[config.mk]
export PLATFORM = sky130hd
export DESIGN_NAME = pipe_rx_top
export DESIGN_NICKNAME = d
export VERILOG_FILES = /design/src/common/pipe_rx_pkg.sv /design/src/hw/pipe_rx_top.sv /design/src/hw/power/powerdown_ctrl.sv /design/src/hw/rx_align/ts_detector.sv /design/src/hw/rx_align/os_aligner.sv
export SDC_FILE = /design/constraint.sdc
export NUM_CORES = 1
export LEC_CHECK = 0
export BUFFER_PORTS_ARGS = -buffer_cell sky130_fd_sc_hd__buf_2
export CAP_MARGIN = 20
export CORE_MARGIN = 2
export CORE_UTILIZATION = 55
export CTS_BUF_LIST = sky130_fd_sc_hd__clkbuf_16
export DETAILED_ROUTE_END_ITERATION = 10
export HOLD_SLACK_MARGIN = 0.12
export PLACE_DENSITY = 0.87
export SYNTH_ARGS = -nofsm -noshare
export SYNTH_HDL_FRONTEND = slang
export SYNTH_SLANG_ARGS = --single-unit
[constraint.sdc]
create_clock -name local_clk -period 3.3 [get_ports local_clk]
set_clock_uncertainty 0.2 [all_clocks]
set_input_delay 0.33 -clock local_clk [delete_from_list [all_inputs] [get_ports local_clk]]
set_output_delay 0.33 -clock local_clk [all_outputs]
set_load 0.05 [all_outputs]
[src/common/pipe_rx_pkg.sv]
/*
 * PIPE receive package: word structs, K-symbol codes, state enums and power states
 */

package pipe_rx_pkg;

	////////////////////////////////////////////////////////////
	// word types
	////////////////////////////////////////////////////////////

	// one 32-bit PIPE word with its four K flags
	typedef struct packed {
		logic [31:0] data;
		logic [3:0]  datak;
	} pipe_word_t;

	// word on the link side, qualified by active
	typedef struct packed {
		pipe_word_t word;
		logic       active;
	} rx_word_t;

	// PIPE PowerDown encoding
	typedef enum logic [1:0] {
		P0 = 2'd0,
		P1 = 2'd1,
		P2 = 2'd2,
		P3 = 2'd3
	} power_state_t;

	localparam power_state_t POWER_RESET_STATE = P2;

	////////////////////////////////////////////////////////////
	// state machines
	////////////////////////////////////////////////////////////

	typedef enum logic {
		ALIGN_RESET,
		ALIGN_SEARCH
	} align_state_t;

	typedef enum logic [2:0] {
		TSDET_RESET,
		TSDET_IDLE,
		TSDET_HDR,
		TSDET_BODY,
		TSDET_LAST
	} tsdet_state_t;

	typedef enum logic [2:0] {
		PD_RESET,
		PD_IDLE,
		PD_WAIT_PHY,
		PD_ACK_HOLD,
		PD_ACK_SAME_0,
		PD_ACK_SAME_1
	} pd_state_t;

	////////////////////////////////////////////////////////////
	// symbol codes
	////////////////////////////////////////////////////////////

	localparam logic [7:0] K_COM = 8'hBC;
	localparam logic [7:0] K_SKP = 8'h3C;
	localparam logic [7:0] K_SDP = 8'h5C;
	localparam logic [7:0] K_SHP = 8'hFB;
	localparam logic [7:0] K_END = 8'hF7;
	localparam logic [7:0] K_LMP = 8'hFE;

	// training set identifiers, and the hot reset bit in the TS header
	localparam logic [7:0] TS1_ID       = 8'h4A;
	localparam logic [7:0] TS2_ID       = 8'h45;
	localparam logic [4:0] TS_RESET_BIT = 5'd16;

	// framing symbol that may open a packet or ordered set
	function automatic logic is_start_sym(input logic [7:0] sym, input logic is_k);
		return is_k && (sym == K_COM || sym == K_SDP || sym == K_SHP || sym == K_LMP);
	endfunction

	// symbol that may close one
	function automatic logic is_end_sym(input logic [7:0] sym, input logic is_k);
		return is_k && (sym == K_END || sym == K_COM);
	endfunction

endpackage
[src/hw/pipe_rx_top.sv]
/*
 * PIPE receive top: capture/align and TS detection stages plus the power manager
 */

module pipe_rx_top (
	input  logic                      local_clk,
	input  logic                      reset_n,
	input  pipe_rx_pkg::pipe_word_t    phy_rx,
	input  logic                      phy_rx_valid,
	input  logic [1:0]                phy_status,
	input  pipe_rx_pkg::power_state_t  power_req,
	input  logic                      power_go,
	output pipe_rx_pkg::rx_word_t      link_in,
	output logic                      ts1_found,
	output logic                      ts2_found,
	output logic                      hot_reset,
	output pipe_rx_pkg::power_state_t  power_down,
	output logic                      power_ack
);

	////////////////////////////////////////////////////////////
	// receive path
	////////////////////////////////////////////////////////////

	// aligned stream feeds the link and the detector alike
	os_aligner i_os_aligner (
		.local_clk    (local_clk),
		.reset_n      (reset_n),
		.phy_rx       (phy_rx),
		.phy_rx_valid (phy_rx_valid),
		.aligned      (link_in)
	);

	ts_detector i_ts_detector (
		.local_clk  (local_clk),
		.reset_n    (reset_n),
		.aligned    (link_in),
		.power_down (power_down),
		.ts1_found  (ts1_found),
		.ts2_found  (ts2_found),
		.hot_reset  (hot_reset)
	);

	////////////////////////////////////////////////////////////
	// power management
	////////////////////////////////////////////////////////////

	powerdown_ctrl i_powerdown_ctrl (
		.local_clk  (local_clk),
		.reset_n    (reset_n),
		.power_req  (power_req),
		.power_go   (power_go),
		.phy_status (phy_status),
		.power_down (power_down),
		.power_ack  (power_ack)
	);

endmodule

[src/hw/power/powerdown_ctrl.sv]
/*
 * PHY power-down manager: go/ack handshake towards the link, PowerDown/PhyStatus to the PHY
 */

module powerdown_ctrl (
	input  logic                      local_clk,
	input  logic                      reset_n,
	input  pipe_rx_pkg::power_state_t  power_req,
	input  logic                      power_go,
	input  logic [1:0]                phy_status,
	output pipe_rx_pkg::power_state_t  power_down,
	output logic                      power_ack
);
	import pipe_rx_pkg::*;

	pd_state_t    pd_state;
	logic         power_go_q;
	logic         power_edge;
	power_state_t target_q;

	// request is the rising edge of go
	assign power_edge = power_go && !power_go_q;

	// requested state, held while the PHY changes over
	always_ff @(posedge local_clk) begin
		if (pd_state == PD_IDLE && power_edge)
			target_q <= power_req;
	end

	////////////////////////////////////////////////////////////
	// handshake FSM
	////////////////////////////////////////////////////////////

	always_ff @(posedge local_clk) begin
		if (!reset_n) begin
			pd_state   <= PD_RESET;
			power_go_q <= 1'b0;
			power_down <= POWER_RESET_STATE;
			power_ack  <= 1'b0;
		end else begin
			power_go_q <= power_go;
			power_ack  <= 1'b0;

			case (pd_state)
				PD_RESET: begin
					pd_state <= PD_IDLE;
				end
				PD_IDLE: begin
					if (power_edge) begin
						// nothing to change, acknowledge without the PHY
						if (power_req == power_down)
							pd_state <= PD_ACK_SAME_0;
						else
							pd_state <= PD_WAIT_PHY;
					end
				end
				PD_WAIT_PHY: begin
					power_down <= target_q;
					// PhyStatus strobe on either lane completes the change
					if (|phy_status) begin
						power_ack <= 1'b1;
						pd_state  <= PD_ACK_HOLD;
					end
				end
				PD_ACK_HOLD: begin
					power_ack <= 1'b1;
					pd_state  <= PD_IDLE;
				end
				PD_ACK_SAME_0: begin
					power_ack <= 1'b1;
					pd_state  <= PD_ACK_SAME_1;
				end
				PD_ACK_SAME_1: begin
					power_ack <= 1'b1;
					pd_state  <= PD_IDLE;
				end
				default: pd_state <= PD_RESET;
			endcase
		end
	end

	a_idle_holds_power: assert property (@(posedge local_clk) disable iff (!reset_n)
		pd_state == PD_IDLE |=> $stable(power_down));

endmodule

[src/hw/rx_align/ts_detector.sv]
/*
 * Training-set detector: matches TS1/TS2 in the aligned stream and latches hot reset
 */

module ts_detector (
	input  logic                      local_clk,
	input  logic                      reset_n,
	input  pipe_rx_pkg::rx_word_t      aligned,
	input  pipe_rx_pkg::power_state_t  power_down,
	output logic                      ts1_found,
	output logic                      ts2_found,
	output logic                      hot_reset
);
	import pipe_rx_pkg::*;

	tsdet_state_t tsdet_state;

	// header contents kept for the rest of the set
	logic       hdr_is_ts2_q;
	logic       hdr_reset_q;
	logic [7:0] ts_id;

	logic com_match;
	logic hdr_ts1;
	logic hdr_ts2;
	logic body_match;
	logic ts1_hit;
	logic ts2_hit;
	logic ts1_hit_q;
	logic ts2_hit_q;

	// header has [31:20] zero, [19:16] link functions and the id in [15:0]
	function automatic logic header_is(input pipe_word_t w, input logic [7:0] id);
		return w.datak == 4'b0000 && w.data[31:20] == 12'h000 && w.data[15:0] == {id, id};
	endfunction

	assign ts_id      = hdr_is_ts2_q ? TS2_ID : TS1_ID;
	assign com_match  = aligned.word == pipe_word_t'{data: {4{K_COM}}, datak: 4'b1111};
	assign hdr_ts1    = header_is(aligned.word, TS1_ID);
	assign hdr_ts2    = header_is(aligned.word, TS2_ID);
	assign body_match = aligned.word == pipe_word_t'{data: {4{ts_id}}, datak: 4'b0000};

	// last word of a complete set
	assign ts1_hit = tsdet_state == TSDET_LAST && aligned.active && body_match && !hdr_is_ts2_q;
	assign ts2_hit = tsdet_state == TSDET_LAST && aligned.active && body_match && hdr_is_ts2_q;

	always_ff @(posedge local_clk) begin
		if (tsdet_state == TSDET_HDR && aligned.active) begin
			hdr_is_ts2_q <= hdr_ts2;
			hdr_reset_q  <= aligned.word.data[TS_RESET_BIT];
		end
	end

	always_ff @(posedge local_clk) begin
		if (!reset_n) begin
			tsdet_state <= TSDET_RESET;
			ts1_hit_q   <= 1'b0;
			ts2_hit_q   <= 1'b0;
			ts1_found   <= 1'b0;
			ts2_found   <= 1'b0;
			hot_reset   <= 1'b0;
		end else begin
			// each hit is stretched to two cycles
			ts1_hit_q <= ts1_hit;
			ts2_hit_q <= ts2_hit;
			ts1_found <= ts1_hit | ts1_hit_q;
			ts2_found <= ts2_hit | ts2_hit_q;

			// every TS2 refreshes the hot reset request
			if (ts2_hit)
				hot_reset <= hdr_reset_q;

			case (tsdet_state)
				TSDET_RESET: begin
					hot_reset   <= 1'b0;
					tsdet_state <= TSDET_IDLE;
				end
				TSDET_IDLE: begin
					if (aligned.active && com_match)
						tsdet_state <= TSDET_HDR;
				end
				TSDET_HDR: begin
					if (aligned.active)
						tsdet_state <= (hdr_ts1 || hdr_ts2) ? TSDET_BODY : TSDET_IDLE;
				end
				TSDET_BODY: begin
					if (aligned.active)
						tsdet_state <= body_match ? TSDET_LAST : TSDET_IDLE;
				end
				TSDET_LAST: begin
					if (aligned.active)
						tsdet_state <= TSDET_IDLE;
				end
				default: tsdet_state <= TSDET_RESET;
			endcase

			// receiver is only meaningful in P0
			if (power_down != P0) begin
				tsdet_state <= TSDET_RESET;
				hot_reset   <= 1'b0;
			end
		end
	end

	a_one_set_kind: assert property (@(posedge local_clk) disable iff (!reset_n)
		!(ts1_found && ts2_found));

endmodule

[src/hw/rx_align/os_aligner.sv]
/*
 * Receive capture and ordered-set aligner: byte swap, framing search and
 * lane realignment of the PIPE word stream
 */

module os_aligner (
	input  logic                   local_clk,
	input  logic                   reset_n,
	input  pipe_rx_pkg::pipe_word_t phy_rx,
	input  logic                   phy_rx_valid,
	output pipe_rx_pkg::rx_word_t   aligned
);
	import pipe_rx_pkg::*;

	align_state_t align_state;

	pipe_word_t swapped;
	pipe_word_t sw_word_q;
	logic       sw_active_q;

	// previous valid word, source of the leading lanes
	pipe_word_t hold_q;
	pipe_word_t mid_word_q;
	logic       mid_active_q;
	pipe_word_t out_word_q;
	logic       out_active_q;

	logic [1:0] offset_q;
	logic [1:0] offset_next;
	logic [3:0] start_lane;
	logic       end_lane0;
	logic       framing;
	pipe_word_t mid_next;

	// PHY byte 3 lands in lane 0, bits [7:0]
	assign swapped = '{
		data:  {phy_rx.data[7:0], phy_rx.data[15:8], phy_rx.data[23:16], phy_rx.data[31:24]},
		datak: {phy_rx.datak[0], phy_rx.datak[1], phy_rx.datak[2], phy_rx.datak[3]}
	};

	////////////////////////////////////////////////////////////
	// framing detection on the swapped word
	////////////////////////////////////////////////////////////

	always_comb begin
		for (int i = 0; i < 4; i++) begin
			start_lane[i] = is_start_sym(sw_word_q.data[8*i +: 8], sw_word_q.datak[i]);
		end
	end

	assign end_lane0 = is_end_sym(sw_word_q.data[7:0], sw_word_q.datak[0]);
	assign framing   = sw_active_q && start_lane[0];

	always_comb begin
		if (&start_lane && end_lane0)
			offset_next = 2'd0;
		else if (start_lane[1] && start_lane[2])
			offset_next = 2'd1;
		else if (start_lane[1])
			offset_next = 2'd2;
		else
			offset_next = 2'd3;
	end

	// tail of the previous word followed by the head of the current one
	always_comb begin
		case (offset_q)
			2'd0: mid_next = hold_q;
			2'd1: mid_next = '{
				data:  {hold_q.data[23:0], sw_word_q.data[31:24]},
				datak: {hold_q.datak[2:0], sw_word_q.datak[3]}
			};
			2'd2: mid_next = '{
				data:  {hold_q.data[15:0], sw_word_q.data[31:16]},
				datak: {hold_q.datak[1:0], sw_word_q.datak[3:2]}
			};
			default: mid_next = '{
				data:  {hold_q.data[7:0], sw_word_q.data[31:8]},
				datak: {hold_q.datak[0], sw_word_q.datak[3:1]}
			};
		endcase
	end

	////////////////////////////////////////////////////////////
	// pipeline registers
	////////////////////////////////////////////////////////////

	always_ff @(posedge local_clk) begin
		sw_word_q  <= swapped;
		out_word_q <= mid_word_q;
		if (sw_active_q) begin
			hold_q     <= sw_word_q;
			mid_word_q <= mid_next;
		end
	end

	always_ff @(posedge local_clk) begin
		if (!reset_n) begin
			align_state  <= ALIGN_RESET;
			offset_q     <= 2'd0;
			sw_active_q  <= 1'b0;
			mid_active_q <= 1'b0;
			out_active_q <= 1'b0;
		end else begin
			sw_active_q  <= phy_rx_valid;
			mid_active_q <= sw_active_q;
			out_active_q <= mid_active_q;
			case (align_state)
				ALIGN_RESET: begin
					offset_q    <= 2'd0;
					align_state <= ALIGN_SEARCH;
				end
				ALIGN_SEARCH: begin
					// new offset takes effect from the word after the framing word
					if (framing)
						offset_q <= offset_next;
				end
				default: align_state <= ALIGN_RESET;
			endcase
		end
	end

	assign aligned = '{word: out_word_q, active: out_active_q};

	// the capture pipeline is three registers deep, one word per cycle
	a_valid_to_active: assert property (@(posedge local_clk) disable iff (!reset_n)
		phy_rx_valid |-> ##3 aligned.active);
	a_idle_to_inactive: assert property (@(posedge local_clk) disable iff (!reset_n)
		!phy_rx_valid |-> ##3 !aligned.active);

endmodule

Yosys cells after proc, flatten, opt, wreduce, memory -nomap -nowiden --
Cells that the tools add are included.
Word-level totals: bits in registers 169, input port bits 44, output and inout bits 43, word-level logic and storage cells 140
Cells by class: equal/unequal tests 40, muxes and demuxes 21, bitwise operators 4, reductions and logical operators 49
Operators with widths (number):
- 36-bit case mux with 3 select lines | 1
- 8-bit == test (second input constant) | 13
- 36-bit == test | 1
- 36-bit == test (second input constant) | 1
- 16-bit by 15-bit == test with 1-bit output (second input constant) | 2
- 8-bit by 7-bit == test with 1-bit output (second input constant) | 4
- 3-bit two-way mux | 8
- 1-bit logical AND | 19
- 3-bit case mux with 5 select lines | 1
- 1-bit logical OR | 14
- 3-bit by 2-bit == test with 1-bit output (second input constant) | 4
- 12-bit logical NOT | 1
- 3-bit case mux with 4 select lines | 1
- 3-bit == test (second input constant) | 3
- 3-bit OR reduction | 3
- 2-bit two-way mux | 4
- 2-bit != test (second input constant) | 4
- 4-bit AND reduction | 2
- 3-bit by 1-bit == test with 1-bit output (second input constant) | 2
- 3-bit logical NOT | 2
- 2-bit by 1-bit != test with 1-bit output (second input constant) | 3
- 4-bit logical NOT | 1
- 4-bit two-way mux | 1
- 2-bit case mux with 2 select lines | 1
- 12 further kinds | 18

Longest topological paths before layout --
depth after elaboration 10, depth in mapped cells 7, mapped depth without buffers 6

By module --
From an unflattened synthesis, not the netlist that was laid out.
Second synthesis, totals: cell total of the unflattened synthesis 365, area total of the unflattened synthesis 6028.3 um^2
Modules (own cells, without submodules):
- os_aligner | times used 1, cells each 245, area each 4938.5 um^2, seq. area each 3723.6 um^2
- ts_detector | times used 1, cells each 87, area each 713.2 um^2, seq. area each 220.2 um^2
- powerdown_ctrl | times used 1, cells each 33, area each 376.6 um^2, seq. area each 200.2 um^2

Worst setup path before layout --
Ideal clock, no wire load.
path kind reg-to-reg, start register i_os_aligner.sw_active_q, end register i_os_aligner.offset_q[1], setup time 0.091 ns, data arrival time 2.625 ns, required time 3.009 ns, setup slack 0.384 ns, cell stages (with the launch flop) 5, buffers on the path 0, clock period less this slack 2.916 ns, path through dfxtp_1 -> nand4_1 -> a21oi_1 -> nor2_1 -> a311oi_1
On the way: longest elaborated chain between the ends 2
RTL lines:
- start, declared | RTL line os_aligner.sv:19 | logic sw_active_q;
- start signal, assigned | RTL line os_aligner.sv:105 | sw_active_q <= phy_rx_valid;
- 1-bit logical AND | RTL line os_aligner.sv:52 | assign framing = sw_active_q && start_lane[0];
- 2-bit != test (no line)
- end signal, assigned | RTL line os_aligner.sv:116 | offset_q <= offset_next;
- end, declared | RTL line os_aligner.sv:28 | logic [1:0] offset_q;
Every way passes these cells. A chain may end at the register's enable or synchronous reset.

Worst setup path after layout --
start register i_os_aligner.out_word_q (netlist bit i_os_aligner.aligned[29]), end register i_ts_detector.tsdet_state[1]
On the way: longest elaborated chain between the ends 7, elaborated cells on any way between the ends 12, classes of those cells 2 x eq/ne; 3 x mux; 7 x reduce/logical
RTL lines:
- start, declared | RTL line os_aligner.sv:25 | pipe_word_t out_word_q;
- start signal, assigned | RTL line os_aligner.sv:90 | out_word_q <= mid_word_q;
- 12-bit logical NOT | RTL line ts_detector.sv:34 | return w.datak == 4'b0000 && w.data[31:20] == 12'h000 && w.data[15:0] == {id, id};
- 1-bit logical AND (2 in series) | RTL line ts_detector.sv:34
- 1-bit logical OR | RTL line ts_detector.sv:84 | tsdet_state <= (hdr_ts1 || hdr_ts2) ? TSDET_BODY : TSDET_IDLE;
- 2-bit two-way mux | RTL line ts_detector.sv:84
- 3-bit two-way mux | RTL line ts_detector.sv:83 | if (aligned.active)
- 3-bit case mux with 5 select lines | RTL line ts_detector.sv:73 | case (tsdet_state)
- end signal, assigned | RTL line ts_detector.sv:84
- end signal, assigned | RTL line ts_detector.sv:88 | tsdet_state <= body_match ? TSDET_LAST : TSDET_IDLE;
- end, declared | RTL line ts_detector.sv:16 | tsdet_state_t tsdet_state;
Several ways; a longest one is shown, not always the timed one. The select of a mux whose other input is x is not followed.

==> flow_summary_export.csv <==
group,metric,value,unit
run_status,outcome,"completed",
cts,root_buffer,"clkbuf_16",
synth,yosysMostFrequentCell,"dfxtp_1",
routing,wl_per_cell,19.3,µm
worst_setup_path,critical_path.max_stage_delay,530,ps
timing,finalHoldViolCount,0,
synth,yosysUniqueCellTypes,48,
final_layout,nets,544,
power_and_ir_drop,power_density,611,nW/µm²
global_route,antenna_found_initial,0,
placed_design,place_congestion,0.909,
worst_setup_path,critPathLaunchType,"flop",
worst_setup_path,cp-end-kind,"flop",
synth,ys_seq_area_frac,0.701,
floorplan,die_h,108,µm
cts,cts_max_level,4,
synth,async_flop_share,0,
worst_setup_path,path_delay_family,"simple AND/OR/NAND/NOR gates",
placed_design,dp_hpwl,7990,µm
worst_setup_path,path_cells,"or4_4, or4_4, nor3_2, a21oi_1, nor4_2",
synth,synth_top_area_cell,"edfxtp_1",
synth,post_synth_instance_area,5910,µm²
synth,ys_ff_latch,169,
power_and_ir_drop,p_int,3560,µW
synth,synthMuxAreaShare,0.142,
synth,synth_top_family_by_area,"multiplexers",
synth,synth-main-ff-cell,"dfxtp_1",
floorplan,rows,37,
cts,cts.sinks,169,
power_and_ir_drop,max-vdd-ir-drop,0.418,mV
floorplan,start_util,0.570,
cts,post-cts-setup-buffers,0,
global_route,grt_pass1_vias,3829,
synth,synth_edf_count,76,
final_layout,syn2layout_area_growth,27.2,%
final_layout,n_fill_cell,650,
cts,cts_buffer_depth,2,
global_route,track_usage,0.226,
global_route,grt_max_degree,41,
routing,ant_nets,0,
routing,vias_per_cell,5.71,
power_and_ir_drop,switchingPower,1040,µW
timing,grt_setup_unrepaired,"no",
global_route,grt.overflow.total,0,
power_and_ir_drop,seqPwrFrac,0.515,
cts,clk_latency,410,ps
hold_path,hp-class,"flop to flop",
timing,fin_tns_setup,0,ps
cts,cts_tree,"done",
timing,max_clock_freq,451,MHz
routing,vias,3705,
synth,synthXorXnorAreaFrac,0.00889,
final_layout,num_antenna_cells,0,
synth,synthAdderAreaFrac,0.00169,
synth,synth_common_cells,"dfxtp_1 (93), edfxtp_1 (76), mux4_2 (36), nor2_1 (18), nand2_1 (12)",
timing,tightestPinTransition,577,ps
cts,path_clk_slew,60,ps
worst_setup_path,crit_top_cell,"or4_4",
worst_setup_path,crit_path_max_fanout,4,
routing,drt_iter0_drc,276,
final_layout,multi_input_area,1710,µm²
worst_setup_path,path_buf_inv,0,
timing,timing.hold.ws,137,ps
flow_run,drv_cap,0,
synth,netlist.area_leader.share,0.386,
floorplan,chipWidth,108,µm
synth,synthCells,361,
power_and_ir_drop,combPwrFrac,0.053,
synth,synth_compound_area_frac,0.0349,
final_layout,drive_above_1_share,0.318,
worst_setup_path,ff2ff_setup_slack,1080,ps
synth,syn-num-nets,405,
synth,yosys.area_share.simple,0.101,
timing,slew_headroom,0.616,
timing,finalCriticalPeriod,2220,ps
synth,synthTopCellsByArea,"edfxtp_1 (39%), dfxtp_1 (31%), mux4_2 (14%)",
worst_setup_path,cp.required,3410,ps
global_route,grt_pass1_wl,19500,µm
floorplan,core_area,10400,µm²
power_and_ir_drop,cellLeakagePower,0.00275,µW
timing,slew_viol_final,0,
routing,drt_wl_total,12500,µm
worst_setup_path,critPathArrivalTime,2330,ps
power_and_ir_drop,swShare,0.225,
synth,synth_warnings,0,
timing,setup_violations,0,
worst_setup_path,crit_type,"flop to flop",
power_and_ir_drop,power_frac_clock,0.432,
floorplan,io-pin-count,87,
final_layout,seq_area,4150,µm²
floorplan,dieArea,11600,µm²
timing,finalCritPeriodShare,0.672,
routing,dr.pass1.iters,4,
cts,cts_resized,0,
cts,cts-buffers-inserted,17,
worst_setup_path,cp_slowest_cell,"or4_4",
synth,syn_area_per_cell,16.4,µm²
placed_design,io_buffers,86,
routing,route.detailed.drc,0,
==> cell usage in the layout, fill, tap and decap left out, drive strengths merged, types with 2 or more instances in the layout <==
| cell | synthesis | routed |
|---|---|---|
| nand2b | 6 | 6 |
| xnor2 | 2 | 2 |
| buf | 7 | 90 |
| mux2i | 3 | 3 |
| nor3 | 12 | 12 |
| clkbuf | 6 | 19 |
| nor2 | 18 | 18 |
| o21a | 4 | 4 |
| a21oi | 8 | 8 |
| nor3b | 2 | 2 |
| nor2b | 3 | 3 |
| nor4bb | 3 | 3 |
| xor2 | 4 | 4 |
| mux4 | 36 | 36 |
| o21ai | 6 | 6 |
| dfxtp | 93 | 93 |
| dlygate4sd3 | 0 | 43 |
| and2 | 6 | 6 |
| clkinvlp | 0 | 2 |
| inv | 1 | 10 |
| edfxtp | 76 | 76 |
| a31oi | 4 | 4 |
| nand4b | 2 | 2 |
| nand2 | 12 | 12 |
| nor4 | 4 | 4 |
| nand3 | 10 | 10 |
| nor4b | 6 | 6 |
| nand4 | 7 | 7 |
| or4 | 5 | 5 |
==> per-stage QoR <==
stage	std cells	total power, µW	utilization	area (µm²)	setup slack [ps]
floorplan	361	2520	-	5910	384
global placement	574	2590	0.625	6490	1170
detailed placement	574	2600	0.625	6490	1130
CTS	649	4620	0.725	7520	1080
global route	649	4730	0.725	7520	1010
finish	649	4590	0.725	7520	1080
==> kinds of logic after synthesis <==
family                   after synthesis
buffers and inverters                 14
adder cells (fa/ha/maj)                1
AO/OA/AOI/OAI                         32
flip-flops                           169
multiplexers                          39
XOR/XNOR                               6
AND/OR/NAND/NOR                      100
==> power by group through the flow <==
stage | sequential, µW | combinational, µW | clock [µW]
after floorplan | 2440 | 76.1 | 0
after global routing | 2370 | 257 | 2100
final | 2360 | 243 | 1990
after CTS | 2360 | 240 | 2010
after detailed placement | 2400 | 200 | 0
after global placement | 2390 | 195 | 0
==> what timing repair did <==
action | in CTS | in global routing
setup endpoints to repair | 0 | 0
hold buffers | 43 | 0
endpoints found under the hold margin | 52 | 0
==> per-layer routing <==
layer,share of wire,GRT usage,up-vias
met1,0.39,0.276,1827
met3,0.062,0.0611,23
met5,0,0,-
li1,-,-,1690
met2,0.52,0.391,165
met4,0.023,0.0742,0
==> final timing paths <==
check                                  to  depth (start not counted)                       start
max          i_ts_detector.tsdet_state[1]                          5    i_os_aligner.aligned[29]
min              i_os_aligner.aligned[10]                          0  i_os_aligner.mid_word_q[9]
max reg2reg  i_ts_detector.tsdet_state[1]                          5    i_os_aligner.aligned[29]
min reg2reg      i_os_aligner.aligned[10]                          0  i_os_aligner.mid_word_q[9]
==> sequential cells by signal, summed over array words and instances, names as in the netlist, 2 cells and up <==
register / flops
i_os_aligner.hold_q: 36
i_powerdown_ctrl.target_q: 2
i_os_aligner.sw_word_q: 36
i_powerdown_ctrl.pd_state: 3
i_powerdown_ctrl.power_down: 2
i_os_aligner.aligned: 36
i_ts_detector.tsdet_state: 3
i_os_aligner.mid_word_q: 36
i_os_aligner.offset_q: 2
==> final cells by class <==
class / instances / share of cell area
inverter: 1 / 0.000499
clock inverter: 13 / 0.0171
sequential: 169 / 0.551
timing repair buffer: 133 / 0.118
clock buffer: 19 / 0.0632
multi-input combinational: 178 / 0.227
tap: 136 / 0.0226
(Power assumes the default switching activity.)
